### config.mk
export PLATFORM = sky130hd
export DESIGN_NAME = cpu_top
export DESIGN_NICKNAME = d
export VERILOG_FILES = /design/src/cpu_pkg.sv /design/src/mem_req_if.sv /design/src/cpu_alu.sv /design/src/cpu_regs.sv /design/src/cpu_pc.sv /design/src/cpu_memctl.sv /design/src/cpu_ctrl.sv /design/src/cpu_top.sv
export SDC_FILE = /design/constraint.sdc
export NUM_CORES = 1
export LEC_CHECK = 0
export ABC_AREA = 1
export CAP_MARGIN = 20
export CORE_ASPECT_RATIO = 1.2
export CORE_MARGIN = 3
export CORE_UTILIZATION = 63
export DETAILED_ROUTE_END_ITERATION = 16
export DONT_BUFFER_PORTS = 1
export PLACE_DENSITY = 0.88
export SLEW_MARGIN = 20
export SYNTH_ARGS = -nofsm -noshare
export SYNTH_HDL_FRONTEND = slang
export SYNTH_HIERARCHICAL = 1
export SYNTH_SLANG_ARGS = --single-unit
### constraint.sdc
create_clock -name clk -period 5.65 [get_ports clk]
set_input_delay 1.13 -clock clk [delete_from_list [all_inputs] [get_ports clk]]
set_output_delay 1.13 -clock clk [all_outputs]
set_load 0.02 [all_outputs]
### src/cpu_pkg.sv
// Package with bus widths, opcodes, the instruction word union and ALU operations
`default_nettype none

package cpu_pkg;

    localparam int word_w    = 16;
    localparam int reg_sel_w = 3;

    // Opcodes 9 to 14 are unassigned and run as NOP
    typedef enum logic [3:0] {
        OP_NOP  = 4'd0,
        OP_LDI  = 4'd1,
        OP_ADD  = 4'd2,
        OP_SUB  = 4'd3,
        OP_AND  = 4'd4,
        OP_XOR  = 4'd5,
        OP_LD   = 4'd6,
        OP_ST   = 4'd7,
        OP_JNZ  = 4'd8,
        OP_HALT = 4'd15
    } opcode_t;

    // Two-register form: ADD, SUB, AND, XOR, LD, ST
    typedef struct packed {
        opcode_t              op;
        logic [reg_sel_w-1:0] rd;
        logic [reg_sel_w-1:0] rs;
        logic [5:0]           unused;
    } instr_reg_t;

    // Immediate form: LDI, JNZ
    typedef struct packed {
        opcode_t              op;
        logic [reg_sel_w-1:0] rd;
        logic                 unused;
        logic [7:0]           imm8;
    } instr_imm_t;

    typedef union packed {
        instr_reg_t r;
        instr_imm_t i;
    } instr_t;

    typedef enum logic [2:0] {
        ALU_PASS_A,
        ALU_ADD,
        ALU_SUB,
        ALU_AND,
        ALU_XOR
    } alu_op_t;

endpackage

`default_nettype wire

### src/mem_req_if.sv
// Interface for a single memory access between the controller and the bus controller
`timescale 1ns/1ps
`default_nettype none

interface mem_req_if;

    logic                       req;
    logic                       wr;
    logic [cpu_pkg::word_w-1:0] addr;
    logic [cpu_pkg::word_w-1:0] wdata;
    // Valid while rdy is high
    logic [cpu_pkg::word_w-1:0] rdata;
    logic                       rdy;

    modport master (
        output req, wr, addr, wdata,
        input  rdata, rdy
    );

    modport slave (
        input  req, wr, addr, wdata,
        output rdata, rdy
    );

endinterface

`default_nettype wire

### src/cpu_alu.sv
// Combinational ALU with add, subtract, and, xor, pass-through and a zero flag
`timescale 1ns/1ps
`default_nettype none

module cpu_alu(
    input  wire  [cpu_pkg::word_w-1:0] a,
    input  wire  [cpu_pkg::word_w-1:0] b,
    input  wire  cpu_pkg::alu_op_t     op,

    output logic [cpu_pkg::word_w-1:0] result,
    output logic                       zero
);

always_comb begin
    case (op)
        // Carries out of bit 15 are dropped
        cpu_pkg::ALU_ADD: result = a + b;
        cpu_pkg::ALU_SUB: result = a - b;
        cpu_pkg::ALU_AND: result = a & b;
        cpu_pkg::ALU_XOR: result = a ^ b;
        default:          result = a;
    endcase
end

assign zero = result == '0;

endmodule

`default_nettype wire

### src/cpu_regs.sv
// Eight-entry register bank with two read ports, one write port and a dump port
`timescale 1ns/1ps
`default_nettype none

module cpu_regs(
    input  wire                            clk,
    input  wire                            cen,
    input  wire                            arst_n,

    input  wire [cpu_pkg::reg_sel_w-1:0]   ra_sel,
    input  wire [cpu_pkg::reg_sel_w-1:0]   rb_sel,
    input  wire [cpu_pkg::reg_sel_w-1:0]   wr_sel,
    input  wire [cpu_pkg::reg_sel_w-1:0]   dmp_addr,
    input  wire                            wr_en,
    input  wire [cpu_pkg::word_w-1:0]      wr_data,

    output logic [cpu_pkg::word_w-1:0]     ra_data,
    output logic [cpu_pkg::word_w-1:0]     rb_data,
    output logic [cpu_pkg::word_w-1:0]     dmp_dout
);

localparam int NREGS = 1 << cpu_pkg::reg_sel_w;

logic [cpu_pkg::word_w-1:0] regs [NREGS];

always_ff @(posedge clk or negedge arst_n) begin
    if (!arst_n) begin
        for (int i = 0; i < NREGS; i++)
            regs[i] <= '0;
    end else if (cen && wr_en) begin
        regs[wr_sel] <= wr_data;
    end
end

// Reads see the stored value only, a write lands on the next cycle
assign ra_data  = regs[ra_sel];
assign rb_data  = regs[rb_sel];
assign dmp_dout = regs[dmp_addr];

endmodule

`default_nettype wire

### src/cpu_pc.sv
// Program counter with reset value, increment and jump load
`timescale 1ns/1ps
`default_nettype none

module cpu_pc #(
    parameter logic [15:0] PC_RSTVAL = 16'h0000
)(
    input  wire                        clk,
    input  wire                        cen,
    input  wire                        arst_n,

    input  wire                        inc,
    input  wire                        load,
    input  wire  [cpu_pkg::word_w-1:0] target,

    output logic [cpu_pkg::word_w-1:0] pc
);

always_ff @(posedge clk or negedge arst_n) begin
    if (!arst_n) begin
        pc <= PC_RSTVAL;
    end else if (cen) begin
        // Jumps win over the increment
        if (load)
            pc <= target;
        else if (inc)
            pc <= pc + 1'b1;
    end
end

endmodule

`default_nettype wire

### src/cpu_memctl.sv
// External bus controller: drives address, data and write strobe and waits out busy
`timescale 1ns/1ps
`default_nettype none

module cpu_memctl(
    input  wire                        clk,
    input  wire                        cen,
    input  wire                        arst_n,

    input  wire  [cpu_pkg::word_w-1:0] din,
    input  wire                        busy,

    mem_req_if.slave                   req,

    output logic [cpu_pkg::word_w-1:0] addr,
    output logic [cpu_pkg::word_w-1:0] dout,
    output logic                       we
);

logic active;
logic done;

// Transfer ends on the first enabled cycle without busy
assign done = cen && active && !busy;

always_ff @(posedge clk or negedge arst_n) begin
    if (!arst_n) begin
        active  <= 1'b0;
        we      <= 1'b0;
        addr    <= '0;
        dout    <= '0;
        req.rdy <= 1'b0;
    end else if (cen) begin
        // rdy lasts until the next enabled cycle so the FSM cannot miss it
        req.rdy <= 1'b0;
        if (!active) begin
            if (req.req) begin
                active <= 1'b1;
                addr   <= req.addr;
                dout   <= req.wdata;
                we     <= req.wr;
            end
        end else if (!busy) begin
            active  <= 1'b0;
            we      <= 1'b0;
            req.rdy <= 1'b1;
        end
    end
end

always_ff @(posedge clk) begin
    if (done)
        req.rdata <= din;
end

endmodule

`default_nettype wire

### src/cpu_ctrl.sv
// Instruction controller FSM: fetch, decode, execute, memory access and writeback
`timescale 1ns/1ps
`default_nettype none

module cpu_ctrl(
    input  wire                              clk,
    input  wire                              cen,
    input  wire                              arst_n,

    input  wire                              alu_zero,
    input  wire        [cpu_pkg::word_w-1:0] alu_result,
    input  wire        [cpu_pkg::word_w-1:0] ra_data,
    input  wire        [cpu_pkg::word_w-1:0] rb_data,
    input  wire        [cpu_pkg::word_w-1:0] pc,

    mem_req_if.master                        mem,

    output logic     [cpu_pkg::reg_sel_w-1:0] ra_sel,
    output logic     [cpu_pkg::reg_sel_w-1:0] rb_sel,
    output logic     [cpu_pkg::reg_sel_w-1:0] wr_sel,
    output logic                             wr_en,
    output logic       [cpu_pkg::word_w-1:0] wr_data,
    output cpu_pkg::alu_op_t                 alu_op,
    output logic       [cpu_pkg::word_w-1:0] alu_a,
    output logic                             pc_inc,
    output logic                             pc_load,
    output logic       [cpu_pkg::word_w-1:0] pc_target,
    output logic                             halted
);

localparam logic [2:0] S_FETCH      = 3'd0,
                       S_WAIT_FETCH = 3'd1,
                       S_EXEC       = 3'd2,
                       S_WAIT_MEM   = 3'd3,
                       S_HALT       = 3'd4;

logic [2:0]               state;
cpu_pkg::instr_t          ir;
logic                     is_mem;
logic [cpu_pkg::word_w-1:0] imm_ext;

assign is_mem  = ir.r.op == cpu_pkg::OP_LD || ir.r.op == cpu_pkg::OP_ST;
assign imm_ext = { {(cpu_pkg::word_w-8){1'b0}}, ir.i.imm8 };
assign halted  = state == S_HALT;

always_ff @(posedge clk or negedge arst_n) begin
    if (!arst_n) begin
        state <= S_FETCH;
    end else if (cen) begin
        case (state)
            S_FETCH:      state <= S_WAIT_FETCH;
            S_WAIT_FETCH: if (mem.rdy) state <= S_EXEC;
            S_EXEC: begin
                if (ir.r.op == cpu_pkg::OP_HALT)
                    state <= S_HALT;
                else if (is_mem)
                    state <= S_WAIT_MEM;
                else
                    state <= S_FETCH;
            end
            S_WAIT_MEM:   if (mem.rdy) state <= S_FETCH;
            S_HALT:       state <= S_HALT;
            default:      state <= S_FETCH;
        endcase
    end
end

// Instruction register
always_ff @(posedge clk) begin
    if (cen && state == S_WAIT_FETCH && mem.rdy)
        ir <= mem.rdata;
end

always_comb begin
    ra_sel    = ir.r.rd;
    rb_sel    = ir.r.rs;
    wr_sel    = ir.r.rd;
    wr_en     = 1'b0;
    wr_data   = alu_result;
    alu_op    = cpu_pkg::ALU_PASS_A;
    alu_a     = ra_data;
    pc_inc    = 1'b0;
    pc_load   = 1'b0;
    pc_target = imm_ext;
    // Fetch address comes straight from the PC
    mem.req   = 1'b0;
    mem.wr    = 1'b0;
    mem.addr  = pc;
    mem.wdata = ra_data;
    case (state)
        S_FETCH: mem.req = 1'b1;
        S_EXEC: begin
            case (ir.r.op)
                cpu_pkg::OP_LDI: begin
                    alu_a  = imm_ext;
                    wr_en  = 1'b1;
                    pc_inc = 1'b1;
                end
                cpu_pkg::OP_ADD: begin
                    alu_op = cpu_pkg::ALU_ADD;
                    wr_en  = 1'b1;
                    pc_inc = 1'b1;
                end
                cpu_pkg::OP_SUB: begin
                    alu_op = cpu_pkg::ALU_SUB;
                    wr_en  = 1'b1;
                    pc_inc = 1'b1;
                end
                cpu_pkg::OP_AND: begin
                    alu_op = cpu_pkg::ALU_AND;
                    wr_en  = 1'b1;
                    pc_inc = 1'b1;
                end
                cpu_pkg::OP_XOR: begin
                    alu_op = cpu_pkg::ALU_XOR;
                    wr_en  = 1'b1;
                    pc_inc = 1'b1;
                end
                // Address register is rs, data register is rd
                cpu_pkg::OP_LD: begin
                    mem.req  = 1'b1;
                    mem.addr = rb_data;
                end
                cpu_pkg::OP_ST: begin
                    mem.req  = 1'b1;
                    mem.wr   = 1'b1;
                    mem.addr = rb_data;
                end
                cpu_pkg::OP_JNZ: begin
                    // rd passes through the ALU to test it for zero
                    pc_load = !alu_zero;
                    pc_inc  = alu_zero;
                end
                cpu_pkg::OP_HALT: ;
                default: pc_inc = 1'b1;
            endcase
        end
        S_WAIT_MEM: begin
            if (mem.rdy) begin
                pc_inc  = 1'b1;
                wr_en   = ir.r.op == cpu_pkg::OP_LD;
                wr_data = mem.rdata;
            end
        end
        default: ;
    endcase
end

endmodule

`default_nettype wire

### src/cpu_top.sv
// Core top level: controller, register bank, ALU, PC and bus controller
`timescale 1ns/1ps
`default_nettype none

module cpu_top #(
    parameter logic [15:0] PC_RSTVAL = 16'h0000
)(
    input  wire         clk,
    input  wire         cen,
    input  wire         arst_n,

    output logic [15:0] addr,
    input  wire  [15:0] din,
    output logic [15:0] dout,
    output logic        we,
    input  wire         busy,
    output logic        halted,

    // Register dump
    input  wire  [ 2:0] dmp_addr,
    output logic [15:0] dmp_dout
);

logic [cpu_pkg::reg_sel_w-1:0] ra_sel, rb_sel, wr_sel;
logic [cpu_pkg::word_w-1:0]    ra_data, rb_data, wr_data;
logic                          wr_en;

logic [cpu_pkg::word_w-1:0]    alu_a, alu_result;
cpu_pkg::alu_op_t              alu_op;
logic                          alu_zero;

logic [cpu_pkg::word_w-1:0]    pc, pc_target;
logic                          pc_inc, pc_load;

mem_req_if u_mem_if();

cpu_ctrl u_ctrl(
    .clk        ( clk           ),
    .cen        ( cen           ),
    .arst_n     ( arst_n        ),
    .alu_zero   ( alu_zero      ),
    .alu_result ( alu_result    ),
    .ra_data    ( ra_data       ),
    .rb_data    ( rb_data       ),
    .pc         ( pc            ),
    .mem        ( u_mem_if      ),
    .ra_sel     ( ra_sel        ),
    .rb_sel     ( rb_sel        ),
    .wr_sel     ( wr_sel        ),
    .wr_en      ( wr_en         ),
    .wr_data    ( wr_data       ),
    .alu_op     ( alu_op        ),
    .alu_a      ( alu_a         ),
    .pc_inc     ( pc_inc        ),
    .pc_load    ( pc_load       ),
    .pc_target  ( pc_target     ),
    .halted     ( halted        )
);

cpu_regs u_regs(
    .clk        ( clk           ),
    .cen        ( cen           ),
    .arst_n     ( arst_n        ),
    .ra_sel     ( ra_sel        ),
    .rb_sel     ( rb_sel        ),
    .wr_sel     ( wr_sel        ),
    .dmp_addr   ( dmp_addr      ),
    .wr_en      ( wr_en         ),
    .wr_data    ( wr_data       ),
    .ra_data    ( ra_data       ),
    .rb_data    ( rb_data       ),
    .dmp_dout   ( dmp_dout      )
);

// Operand b always comes from the rs read port
cpu_alu u_alu(
    .a          ( alu_a         ),
    .b          ( rb_data       ),
    .op         ( alu_op        ),
    .result     ( alu_result    ),
    .zero       ( alu_zero      )
);

cpu_pc #(.PC_RSTVAL(PC_RSTVAL)) u_pc(
    .clk        ( clk           ),
    .cen        ( cen           ),
    .arst_n     ( arst_n        ),
    .inc        ( pc_inc        ),
    .load       ( pc_load       ),
    .target     ( pc_target     ),
    .pc         ( pc            )
);

cpu_memctl u_memctl(
    .clk        ( clk           ),
    .cen        ( cen           ),
    .arst_n     ( arst_n        ),
    .din        ( din           ),
    .busy       ( busy          ),
    .req        ( u_mem_if      ),
    .addr       ( addr          ),
    .dout       ( dout          ),
    .we         ( we            )
);

endmodule

`default_nettype wire

# Yosys cells after proc, flatten, opt, wreduce, memory -nomap -nowiden
# Cells that the tools add are included.
[word_totals] rom_bits=0 out_inout_bits=50 latchBits=0 regBits=214 mem_count=0 elab_cells=118 ram_bits=0 in_bits=23
[classes] add_sub_neg=3 n_lt_le_gt_ge=4 reduce_logical=20 mul=0 n_eq_ne=20 div=0 mux=48 n_shift=0 bitwise_logic=6
[op_table] operator="16-bit 2-to-1 mux" n=15
[op_table] operator="16-bit binary-select mux with 3-bit select" n=3
[op_table] operator="128-bit bitwise mux" n=1
[op_table] operator="16-bit case mux with 4 select lines" n=1
[op_table] operator="16-bit demux with 3-bit select" n=1
[op_table] operator="16-bit by 1-bit adder with 16-bit output (second input constant)" n=1
[op_table] operator="16-bit adder" n=1
[op_table] operator="16-bit bitwise AND" n=1
[op_table] operator="4-bit by 3-bit equality test with 1-bit output (second input constant)" n=4
[op_table] operator="16-bit logical NOT" n=1
[op_table] operator="1-bit 2-to-1 mux" n=16
[op_table] operator="16-bit subtractor" n=1
[op_table] operator="16-bit bitwise XOR" n=1
[op_table] operator="3-bit case mux with 5 select lines" n=1
[op_table] operator="3-bit by 2-bit equality test with 1-bit output (second input constant)" n=4
[op_table] operator="4-bit >= comparator (second input constant)" n=3
[op_table] operator="3-bit 2-to-1 mux" n=4
[op_table] operator="3-bit NOT with 4-bit output" n=3
[op_table] operator="3-bit case mux with 4 select lines" n=1
[op_table] operator="3-bit AND reduction" n=3
[op_table] operator="4-bit by 2-bit equality test with 1-bit output (second input constant)" n=2
[op_table] operator="4-bit equality test (second input constant)" n=2
[op_table] operator="1-bit case mux with 2 select lines" n=4
[op_table] operator="3-bit by 1-bit equality test with 1-bit output (second input constant)" n=2
[op_table] operator="16 further kinds" n=25

# Depth between registers and ports, before layout
# Gate-level depths: netlist of the first run.
[depth] ltp_word=14 ltp_mapped=44 mapped_depth_nobuf=42

# Hierarchy
# Netlist of the first run, hierarchy kept.
[modules_own_cells] module="cpu_regs" area_each_um2=8705.8 instances=1 seq_area_each_um2=3203.1 cells_each=1465
[modules_own_cells] module="cpu_alu" area_each_um2=2098.3 instances=1 seq_area_each_um2=0.0 cells_each=401
[modules_own_cells] module="cpu_memctl" area_each_um2=1891.8 instances=1 seq_area_each_um2=1356.3 cells_each=170
[modules_own_cells] module="cpu_ctrl" area_each_um2=1789.2 instances=1 seq_area_each_um2=555.5 cells_each=278
[modules_own_cells] module="cpu_pc" area_each_um2=1166.1 instances=1 seq_area_each_um2=400.4 cells_each=180

# Worst setup path before layout of the first run
# Ideal clock, no wire load.
[synth_path] path_kind="flip-flop to flip-flop" start="register u_ctrl/ir[6] (netlist bit)" end="register u_pc/pc[4] (netlist bit)" stages_incl_launch_ff=41 synth_period_minus_slack_ns=4.588 required_time_ns=5.525 setup_ns=0.125 arrival_time_ns=4.463 slack_ns=1.062 n_path_buf=4 cell_sequence="edfxtp_1 > buf_4 > inv_2 > clkbuf_1 > nand2_1 > nand3_1 > nand2_1 > nand2_1 > nand2_1 > inv_1 > ha_1 > inv_1 > nor3_1 > inv_1 > nor3_1 > inv_1 > nor3_1 > nand2_1 > [... 5 more ...] > nand2_1 > nand2_1 > a21oi_1 > nand2_1 > nand2_1 > nand3_1 > nand3_1 > nor2_1 > nand3_1 > nor2_1 > inv_1 > nand4_1 > nor2_1 > buf_6 > inv_6 > buf_4 > o22ai_1 > a21oi_1"
[synth_via] elab_chain_cells=12 elab_cells_between_ends=20 classes_between="add/sub: 2; mux: 11; bitwise: 3; reduce/logical: 4"
[synth_lines] item="from (decl)" line_no="cpu_ctrl.sv:38" text="cpu_pkg::instr_t ir;"
[synth_lines] item="from (signal assigned)" line_no="cpu_ctrl.sv:71" text="ir <= mem.rdata;"
[synth_lines] item="3-bit NOT with 4-bit output (implied by the code) *" line_no="cpu_regs.sv:37" text="assign rb_data = regs[rb_sel];"
[synth_lines] item="16-bit binary-select mux with 3-bit select *" line_no="cpu_regs.sv:37"
[synth_lines] item="16-bit 2-to-1 mux (implied by the code) * (2 in series)" line_no="cpu_regs.sv:37"
[synth_lines] item="net rb_data (one bit)" line_no="cpu_top.sv:25" text="logic [cpu_pkg::word_w-1:0] ra_data, rb_data, wr_data;"
[synth_lines] item="16-bit subtractor / 16-bit adder (equally long branches)" line_no="cpu_alu.sv:18, cpu_alu.sv:17"
[synth_lines] item="16-bit case mux with 4 select lines *" line_no="cpu_alu.sv:15" text="case (op)"
[synth_lines] item="net alu_result (one bit)" line_no="cpu_top.sv:28" text="logic [cpu_pkg::word_w-1:0] alu_a, alu_result;"
[synth_lines] item="16-bit logical NOT *" line_no="cpu_alu.sv:25" text="assign zero = result == '0;"
[synth_lines] item="net alu_zero" line_no="cpu_top.sv:30" text="logic alu_zero;"
[synth_lines] item="1-bit logical NOT *" line_no="cpu_ctrl.sv:131" text="pc_load = !alu_zero;"
[synth_lines] item="1-bit 2-to-1 mux *" line_no="cpu_ctrl.sv:93" text="case (ir.r.op)"
[synth_lines] item="1-bit 2-to-1 mux *" line_no="cpu_ctrl.sv:90" text="case (state)"
[synth_lines] item="net pc_load" line_no="cpu_top.sv:33" text="logic pc_inc, pc_load;"
[synth_lines] item="2-bit nonzero test (no source line)"
[synth_lines] item="2-bit AND reduction (no source line)"
[synth_lines] item="to (signal assigned)" line_no="cpu_pc.sv:25" text="pc <= target;"
[synth_lines] item="to (signal assigned)" line_no="cpu_pc.sv:27" text="pc <= pc + 1'b1;"
[synth_lines] item="to (decl)" line_no="cpu_pc.sv:16" text="output logic [cpu_pkg::word_w-1:0] pc"
# Mark *: on every way through the listed nets, which the timed path passes. The rest lies on a longest branch. The select of a mux whose other input is x is not followed.
# A chain may end at the register's enable or synchronous reset.

# Worst setup path after layout of the first run
[layout_path] start="register u_ctrl/ir[6] (netlist bit)" end="register u_pc/pc[5] (netlist bit)"
# The elaborated chain is that of the path after synthesis.

==> results.md, run 1 <==
Placed design:
- The worst setup timing slack at the placement stage is approximately 0.34 ns.
- The cell count after placement is ~2700.
- The number of buffers inserted by port buffering is 0.
- The HPWL after detailed placement is about 34000 microns.
- The placed instances occupy a cell area of about 0.015 sq mm.
- At the end of routability-driven placement, the weighted congestion stood at 1.00.

Cells and area:
- The post-route standard cell area excluding fillers is roughly 0.016 sq mm.
- The count of non-filler cells in the finished layout is 2749.
- Compared with the post-synthesis result, the final layout area differs by 3.97%.
- The share of post-route cells with drive strength above 1 is under 10%.
- The count of inserted antenna diode cells is 0.
- For this run, the share of the core covered by cells in the final layout is between 60% and 70%.
- The most common cell after layout, fill and taps aside is sky130_fd_sc_hd__nand2_1.
- The net count of the finished layout is about 2500.
- Leaving out fill and tap cells, the most frequent cells in the layout are sky130_fd_sc_hd__nand2_1 (1151), sky130_fd_sc_hd__nand3_1 (311), sky130_fd_sc_hd__inv_1 (267).

Status:
- The run finished with clean final reports.

Global route:
- The initial antenna violation count is 1.
- The maximum number of pins on one net before global-route repair is approximately 180.
- The first global-routing pass estimated roughly 77000 microns of wire.
- The total overflow left after global routing is 0.
- The via count of the first global-routing pass is between 10000 and 15000.
- The global routing usage summed across all routing layers is a little over a third.

Synth:
- Of all flip-flops after synthesis, the portion carrying an async set or reset was between 80% and 90%.
- Counting flops and latches in the post-synthesis netlist gives ~210.
- Of the post-synthesis cell area, the dominant cell type holds between 20% and 30%.
- For this run, the register share of the synthesized area comes to around a third.
- After Yosys synthesis, full adders, half adders and majority gates account for under 10% of the synthesized area.
- Of the total synthesized cell area, the portion taken by AND, OR, NAND and NOR gates is about two fifths.
- By area the synthesized netlist is led by sky130_fd_sc_hd__dfrtp_1 (29%), sky130_fd_sc_hd__nand2_1 (28%), sky130_fd_sc_hd__nand3_1 (9.9%).
- The mean instance size in the synthesized netlist is roughly 6.3 sq um.
- The synthesized netlist devotes 0.783% of its cell area to XOR and XNOR gates.
- The synthesized instance count is around 2500.
- The post-synthesis instance area is 0.0157 sq mm.
- The complex-gate fraction of the synthesized area is under 10%.
- The biggest area contributor in the post-synthesis netlist is sky130_fd_sc_hd__dfrtp_1.
- The count of synthesis-stage warnings from yosys is 6.
- The mux share of post-synthesis cell area is 0%.
- In this run, synthesis inferred 32 flip-flops with an integrated enable.
- The distinct cell type count after synthesis is 44.
- The combinational family with the most area after synthesis is simple AND/OR/NAND/NOR gates.
- The most used flip-flop cell after synthesis is sky130_fd_sc_hd__dfrtp_1.

Timing:
- The portion of the clock cycle consumed by the worst path in the final layout is between 90% and 100%.
- After routing, the total negative slack on setup checks comes to 0 ns.
- The worst-case headroom to the max-slew limit is 37.9%.
- The count of final max-slew check failures is 0.
- The worst path meets setup with about 0.35 ns of slack.
- Between clock sinks in the finished design, the worst skew comes to about 0.018 ns.
- The fmax is around 190 MHz.
- The final count of hold timing violations is 0.
- Setup violations remaining at the end of the flow were counted as 0.
- The actual slew at the worst max-slew pin is approximately 0.93 ns.
- The worst hold slack is slightly below 0.3 ns.
- After layout, the minimum clock period comes to between 5 and 6 ns.

Critical path:
- Data on the critical path is required at its endpoint by approximately 6 ns.
- The kind of start point of the critical path is a flip-flop.
- By startpoint and endpoint, the worst setup path is classified as reg2reg.
- Counting stages on the worst path, the most repeated cell is sky130_fd_sc_hd__nand2_1.
- The cell with the largest stage delay on the worst path is sky130_fd_sc_hd__edfxtp_1.
- The critical path arrival is 5.73 ns.
- The critical path contains buffers and inverters numbering 7 combined.
- The worst-case register-to-register setup slack is 0.35 ns.
- The cell family with the largest share of critical-path delay is simple AND/OR/NAND/NOR gates.
- The worst register-to-register path begins at u_ctrl/ir[6].
- For the worst flop-to-flop path, the logic depth is 33.
- Along the worst path, the maximum fanout reaches 29.
- STA classifies the critical path endpoint as a flip-flop.
- The highest cell delay on the worst timing path is 0.47 ns.
- The destination of the worst register-to-register timing path is u_pc/pc[5].

Floorplan:
- 73 I/O pins were placed.
- The number of rows created at floorplan is 62.
- The initial utilization of the core area, before any placement, comes to 64.7%.
- The floorplan step set the die height to 179 microns.
- The die is between 100 and 150 microns wide.
- The region available for standard cell placement spans approximately 0.024 sq mm.
- The floorplan step defined a die boundary enclosing approximately 0.027 sq mm.

Clock tree:
- CTS saw about 210 sinks.
- The clock tree root buffer cell is sky130_fd_sc_hd__clkbuf_16.
- In this run the number of H-tree levels came out at 1.
- The clock latency at the later pin of the worst-skew pair is between 0.5 and 0.6 ns.
- The clock slew seen by the registers of the worst setup and hold paths is around 0.060 ns.
- Counting along the longest clock path gives a buffer depth of 3.
- The CTS buffer count is 23.
- The clock tree from TritonCTS is built.

Detailed routing:
- The starting DRC count in detailed routing is 1925.
- The vias after detailed routing is between 15000 and 20000.
- After detailed routing, the number of remaining DRC violations is 0.
- For this run, the detailed router's first-pass iteration total came to 6.
- The routed design has approximately 49000 microns of wire.
- In the final routed layout, each cell accounts on average for around 18 microns.
- The number of antenna-violating nets in the routed design is 0.
- The via count normalized by instance count is around 5.9.

Power and ir drop:
- The completed layout was analyzed and its total power is 5.57 mW.
- The maximum VDD drop is 0.312 mV.
- The static leakage is 9.18 nW.
- The power density of the placed cells is 342 mW/mm^2.

Run:
- Max-cap violations in this run came to 0.

Min path:
- The min-delay analysis places its worst path in the category in2async.
## routing by layer
metal	vias up	part of all wire [%]	global-route usage, %	routed length (microns)
met1	7261	37	46.1	18100
met5	-	0	0	0
met3	242	12	8.14	6020
met2	1029	45	57.6	22200
met4	0	5.9	19.8	2880
li1	7563	-	-	-
## layout make-up
cell class | count | area, sq um
inverter | 286 | 1090
sequential | 214 | 5520
tap | 320 | 400
timing repair buffer | 46 | 362
clock buffer | 25 | 603
clock inverter | 17 | 150
fill | 2144 | 7930
multi-input combinational | 1841 | 8150
## synth_stat cells, types with 6 or more instances
master	instances
sky130_fd_sc_hd__nand4_1	11
sky130_fd_sc_hd__buf_6	8
sky130_fd_sc_hd__o21ai_1	60
sky130_fd_sc_hd__inv_1	268
sky130_fd_sc_hd__dfrtp_1	182
sky130_fd_sc_hd__a22o_1	8
sky130_fd_sc_hd__xnor2_1	6
sky130_fd_sc_hd__buf_4	46
sky130_fd_sc_hd__a21oi_1	19
sky130_fd_sc_hd__clkbuf_1	28
sky130_fd_sc_hd__nand2_1	1151
sky130_fd_sc_hd__inv_2	14
sky130_fd_sc_hd__buf_2	70
sky130_fd_sc_hd__edfxtp_1	32
sky130_fd_sc_hd__nor3_1	8
sky130_fd_sc_hd__nor2_1	83
sky130_fd_sc_hd__nand3_1	311
sky130_fd_sc_hd__ha_1	33
sky130_fd_sc_hd__nor2_2	7
sky130_fd_sc_hd__xor2_1	8
sky130_fd_sc_hd__o21ai_0	93
## state kept, by name, summed over array words and instances, names as in the netlist
signal and flops:
u_memctl/req.rdy 1, u_memctl/active 1, u_ctrl/state 3, u_memctl/dout 16, u_pc/pc 16, u_memctl/addr 16
u_ctrl/ir 16, u_memctl/req.rdata 16, u_memctl/we 1, u_regs/regs 128
## worst max-delay path by stage
stage | start | cells past startpoint | endpoint | slack [ns]
global route | u_ctrl/ir[6] | 33 | u_pc/pc[8] | -0.0001
global placement | u_ctrl/ir[6] | 33 | u_pc/pc[5] | 0.46
CTS | u_ctrl/ir[7] | 38 | u_pc/pc[7] | 0.30
finish | u_ctrl/ir[6] | 33 | u_pc/pc[5] | 0.35
floorplan | u_ctrl/ir[6] | 40 | u_pc/pc[4] | 1.06
detailed placement | u_ctrl/ir[7] | 38 | u_pc/pc[7] | 0.34
## power by group
| group | internal [mW] | switching, mW | total (mW) |
|---|---|---|---|
| clock network | 0.867 | 0.662 | 1.53 |
| registers | 1.87 | 0.373 | 2.24 |
| logic | 0.545 | 1.26 | 1.80 |
## logic make-up after synthesis
group	Yosys count
and+or+nand+nor	1596
DFF	214
buffers and inverters	446
xor gates and xnor gates	14
other	1
AOI/OAI and AO/OA	189
adders and majority gates	34
## timing repair
action                     in CTS  in global routing
hold buffers                    0                  0
buffers inserted                0                  5
resized for setup               0                  6
setup endpoints to repair       0                 16
No activity file was read; power rests on OpenSTA's default activity.
==> run 2, diff against run 1 <==
--- a/config.mk
+++ b/config.mk
@@ -5,10 +5,9 @@
 export SDC_FILE = /design/constraint.sdc
 export NUM_CORES = 1
 export LEC_CHECK = 0
-export ABC_AREA = 1
 export CAP_MARGIN = 20
 export CORE_ASPECT_RATIO = 1.2
-export CORE_MARGIN = 3
+export CORE_MARGIN = 2
 export CORE_UTILIZATION = 63
 export DETAILED_ROUTE_END_ITERATION = 16
 export DONT_BUFFER_PORTS = 1
==> results.md, run 2 <==
Critical path:
- The source of the worst register-to-register timing path is u_ctrl/ir[6].
- The slowest stage of the critical path belongs to the cell sky130_fd_sc_hd__or4_4.
- The critical path class is reg2reg.
- The total number of cells along the worst setup path is 23 (-30%).
- Walking the worst path, the cells encountered are buf_6 > mux4_2 > mux2_4 > or3_4 > nor4_4 > nand3b_1 > nor3_1 > buf_4 > a21oi_1 > xnor2_1 > ha_1 > nand4_1 > o41a_1 > nand3_1 > or4_1 > or4b_4 > nor4_4 > nor4_2 > o31ai_2 > nand3_1 > or4_4 > mux2i_1 > nor3_1.
- The highest cell delay on the worst timing path is 0.54 ns (+0.07 ns).
- The worst path required time was 6.09 ns (about the same).
- The maximum fanout count along the critical path is 6 (-79%).
- The destination of the critical timing path is u_pc/pc[15].
- In this run the critical register-to-register path is captured at u_pc/pc[15].
- The buffers plus inverters on the worst setup path is 2 (-5).
- The critical path arrival is 6.51 ns (+0.78 ns).
- The kind of cell with the highest combined delay along the critical path is simple AND/OR/NAND/NOR gates.
- The worst-case register-to-register setup slack is -0.42 ns (-0.76 ns).
- The number of cells traversed by the worst register-to-register path is 23 (-30%).
- The capturing element type of the critical path is a flip-flop.
- The critical path startpoint is u_ctrl/ir[6].
- STA classifies the critical path startpoint as a flip-flop.

Min path:
- The min-delay analysis places its worst path in the category in2async.

Synth:
- The post-synthesis instance area is 0.0144 sq mm (-7.8%).
- The part of the Yosys area used for sequential elements is 38.2% (+3.0 points).
- The synthesized instance count came to 1130 (-55%).
- The count of synthesis-stage warnings from yosys came to 6 (unchanged).
- In the post-synthesis netlist, the cell with the most instances is sky130_fd_sc_hd__mux2_2.
- The fraction of synthesis flops using an asynchronous set or reset pin is 85.0% (unchanged).
- The fraction of synthesized cell area in xor and xnor cells is 1.33% (+0.55 points).
- By area the synthesized netlist is led by sky130_fd_sc_hd__dfrtp_1 (32%), sky130_fd_sc_hd__mux2_2 (16%), sky130_fd_sc_hd__mux4_2 (15%).
- In the synthesized netlist, the cells that appear most often are sky130_fd_sc_hd__mux2_2 (209), sky130_fd_sc_hd__dfrtp_1 (182), sky130_fd_sc_hd__mux4_2 (96), sky130_fd_sc_hd__mux2_4 (43).
- The adder-cell area share of the yosys netlist is 3.00% (+0.23 points).
- The mean instance size in the synthesized netlist is 12.8 sq um (+100%).
- The number of flops mapped to enable cells by yosys is 32 (unchanged).
- The cell type with the highest aggregate area in the netlist is sky130_fd_sc_hd__dfrtp_1.
- The complex-gate fraction of the synthesized area is 7.46% (+1.0 points).
- The simple logic cell fraction of the synthesized area is 7.88% (-34 points).
- After synthesis, the largest family of logic cells by area is multiplexers.
- The distinct cell type count after synthesis came to 75 (+70%).
- The mux share of post-synthesis cell area came to 36.5% (+37 points).
- The area share of the leading cell type in the synthesized netlist is 31.6% (+2.5 points).
- The most used flip-flop cell after synthesis is sky130_fd_sc_hd__dfrtp_1.
- The number of synthesized register bits is 214 (unchanged).

Timing:
- The final count of negative-setup-slack endpoints was 16 (+16).
- The clock skew was 0.00952 ns (-0.00829 ns).
- The count of final max-slew check failures is 0 (unchanged).
- The fmax was 165 MHz (-13%).
- The portion of the clock cycle consumed by the worst path in the final layout came to 107% (+14 points).
- The worst-case headroom to the max-slew limit is 26.8% (-11 points).
- The post-layout minimum cycle time was 6.07 ns (+0.763 ns).
- The final count of hold timing violations is 0 (unchanged).
- The worst setup margin is -0.417 ns (-0.763 ns).
- Setup repair after global routing could not meet its margin everywhere.
- The actual slew at the worst max-slew pin is 1.10 ns (+0.167 ns).

Clock tree:
- The count of H-tree levels built during CTS is 1 (unchanged).
- TritonCTS built the clock tree.
- The clock sink total is 214 (unchanged).
- In this run the clock root is driven by a sky130_fd_sc_hd__clkbuf_16.
- The maximum buffer depth of the clock tree came to 3 (unchanged).
- The CTS buffer count came to 23 (unchanged).
- The total of hold buffers inserted after clock tree synthesis came to 0 (unchanged).
- The clock slew seen by the registers of the worst setup and hold paths is 0.07 ns (about the same).
- The clock latency at the later pin of the worst-skew pair is 0.52 ns (-0.02 ns).

Placed design:
- The cell count after placement was 1488 (-45%).
- The placer's final routability congestion estimate came to 0.959 (-4.4%).
- The number of buffers inserted by port buffering was 0 (unchanged).
- The HPWL after detailed placement is 28300 microns (-15%).

Power and ir drop:
- The power density of the placed cells came to 278 mW/mm^2 (-19%).
- The maximum VDD drop was 0.188 mV (-40%).
- The overall power of the completed layout is 4.61 mW (-17%).
- The static leakage is 7.61 nW (-17%).

Detailed routing:
- The routed wire length on met2 is 20300 microns (-8.5%).
- The final routed wirelength across all metal layers is 41400 microns (-16%).
- The highest layer touched by signal routing is met4.
- The post-route DRC violation count is 0 (unchanged).
- The post-detailed-route wirelength per cell is 26.9 microns (+50%).
- The via count normalized by instance count is 7.17 (+23%).
- The detailed-routing wirelength on met1 is 14700 microns (-19%).
- The starting DRC count in detailed routing came to 1069 (-44%).
- The vias after detailed routing came to 11000 (-31%).
- The iteration count of the initial detailed-routing pass is 7 (+1).
- The met3 wire length came to 3600 microns (-40%).
- The number of antenna-violating nets in the routed design is 0 (unchanged).

Cells and area:
- In the layout the commonest cells are sky130_fd_sc_hd__mux2_2 (205), sky130_fd_sc_hd__buf_4 (188), sky130_fd_sc_hd__dfrtp_1 (182).
- The most flop-heavy register is u_regs/regs.
- The count of non-filler cells in the finished layout is 1540 (-44%).
- The share of post-route cells with drive strength above 1 is 49.9% (+45 points).
- The number of flip-flops under the largest register name came to 128 (unchanged).
- The area growth from synthesis to layout is 15.0%.
- The most common cell after layout, fill and taps aside is sky130_fd_sc_hd__mux2_2.
- The layout net count is 1301 (-47%).

Floorplan:
- The core region area is 0.0224 sq mm (-7.3%).
- The number of rows created at floorplan is 60 (-3.2%).
- The I/O pin count is 73 (unchanged).
- The die boundary width came to 142 microns (-5.1%).
- The die extent in y is 170 microns (-5.0%).
- The starting utilization of the core area came to 64.3% (-0.36 points).
- The die area was 0.0241 sq mm (-9.8%).

Global route:
- The maximum number of pins on one net before global-route repair is 183 (unchanged).
- The initial antenna violation count is 1 (unchanged).
- The via count of the first global-routing pass is 11500 (-23%).
- The global routing usage summed across all routing layers is 34.8% (-1.5 points).
- The global route total overflow is 0 (unchanged).
- The global-route wire length before repair was 64300 microns (-17%).

Status:
- The final reports fail on negative setup slack.
- The flow ran to the end, but the final reports show violations.

Run:
- The number of violations of the max-capacitance limit came to 0 (unchanged).
run 2: cell count changes after synthesis, sizes merged, moves of 12 or more:
cell and delta:
o21ai -119, nand2b +13, inv -264, nand2 -1119, mux4 +96, nor2b +12
nand3 -301, a21oi +15, nor2 -47, buf -42, mux2 +254
run 2: logic make-up (layout without fill, tap and decap cells):
logic type / count (synthesis) / in the layout
adders and majority gates: 34 / 34
and+or+nand+nor: 205 / 205
AOI/OAI and AO/OA: 160 / 160
muxes: 359 / 359
other: 1 / 9
DFF: 214 / 214
xor gates and xnor gates: 22 / 22
buffers and inverters: 135 / 258
run 2: worst min-delay path by stage:
stage / from / end / slack, ns / depth (start not counted)
2_1_floorplan: u_memctl/req.rdata[0] / u_ctrl/ir[0] / 0.42 / 0
3_3_place_gp: u_memctl/req.rdata[1] / u_ctrl/ir[1] / 0.43 / 0
3_5_place_dp: u_memctl/req.rdata[1] / u_ctrl/ir[1] / 0.44 / 0
4_1_cts: arst_n / u_memctl/addr[13] / 0.29 / 0
5_1_grt: arst_n / u_memctl/addr[11] / 0.29 / 0
6_report: arst_n / u_memctl/addr[13] / 0.31 / 0
run 2: timing repair:
item | 4_1_cts | 5_1_grt
pin swaps | 7 | 7
gates resized for setup | 32 | 11
cloned | 0 | 0
endpoints found under the setup margin | 16 | 16
setup buffers | 8 | 3
run 2: report_power, final:
group	total [mW]	leakage, nW	switching (mW)	internal [mW]
logic	1.35	4.48	0.678	0.670
registers	1.80	2.78	0.134	1.67
clock network	1.46	0.348	0.628	0.831
run 2: layout make-up:
class	count	area, sq um
antenna	1	2.50
clock buffer	37	688
clock inverter	4	26.3
fill	1306	5840
inverter	21	78.8
multi-input combinational	788	8400
sequential	214	5520
tap	279	349
timing repair buffer	196	1550
run 2: stage by stage:
stage	cell area (sq um)	utilization, %	TNS, ns	hold WS, ns	setup WS, ns
after global placement	15600	69.5	-3.13	0.433	-0.407
after CTS	16500	73.6	-3.61	0.293	-0.369
after floorplan	14600	-	-2.54	0.422	-0.504
final	16600	74.0	-4.89	0.310	-0.417
after detailed placement	15600	69.6	-5.82	0.436	-0.521
after global routing	16600	74.0	-8.86	0.292	-0.667
run 2: worst register-to-register path, stage by stage, from the launching register on:
cell and delay (ns):
sky130_fd_sc_hd__edfxtp_1 0.39, sky130_fd_sc_hd__buf_6 0.18, sky130_fd_sc_hd__mux4_2 0.53, sky130_fd_sc_hd__mux2_4 0.31, sky130_fd_sc_hd__or3_4 0.41, sky130_fd_sc_hd__nor4_4 0.22
sky130_fd_sc_hd__nand3b_1 0.20, sky130_fd_sc_hd__nor3_1 0.18, sky130_fd_sc_hd__buf_4 0.16, sky130_fd_sc_hd__a21oi_1 0.08, sky130_fd_sc_hd__xnor2_1 0.14, sky130_fd_sc_hd__ha_1 0.34
sky130_fd_sc_hd__nand4_1 0.10, sky130_fd_sc_hd__o41a_1 0.15, sky130_fd_sc_hd__nand3_1 0.10, sky130_fd_sc_hd__or4_1 0.53, sky130_fd_sc_hd__or4b_4 0.51, sky130_fd_sc_hd__nor4_4 0.18
sky130_fd_sc_hd__nor4_2 0.09, sky130_fd_sc_hd__o31ai_2 0.23, sky130_fd_sc_hd__nand3_1 0.14, sky130_fd_sc_hd__or4_4 0.54, sky130_fd_sc_hd__mux2i_1 0.14, sky130_fd_sc_hd__nor3_1 0.16
run 2: layer usage:
layer / vias to the layer above / track usage, %
met5: - / 0
met4: 0 / 23.4
met3: 226 / 7.96
met2: 723 / 56.9
met1: 5571 / 41.1
li1: 4529 / -
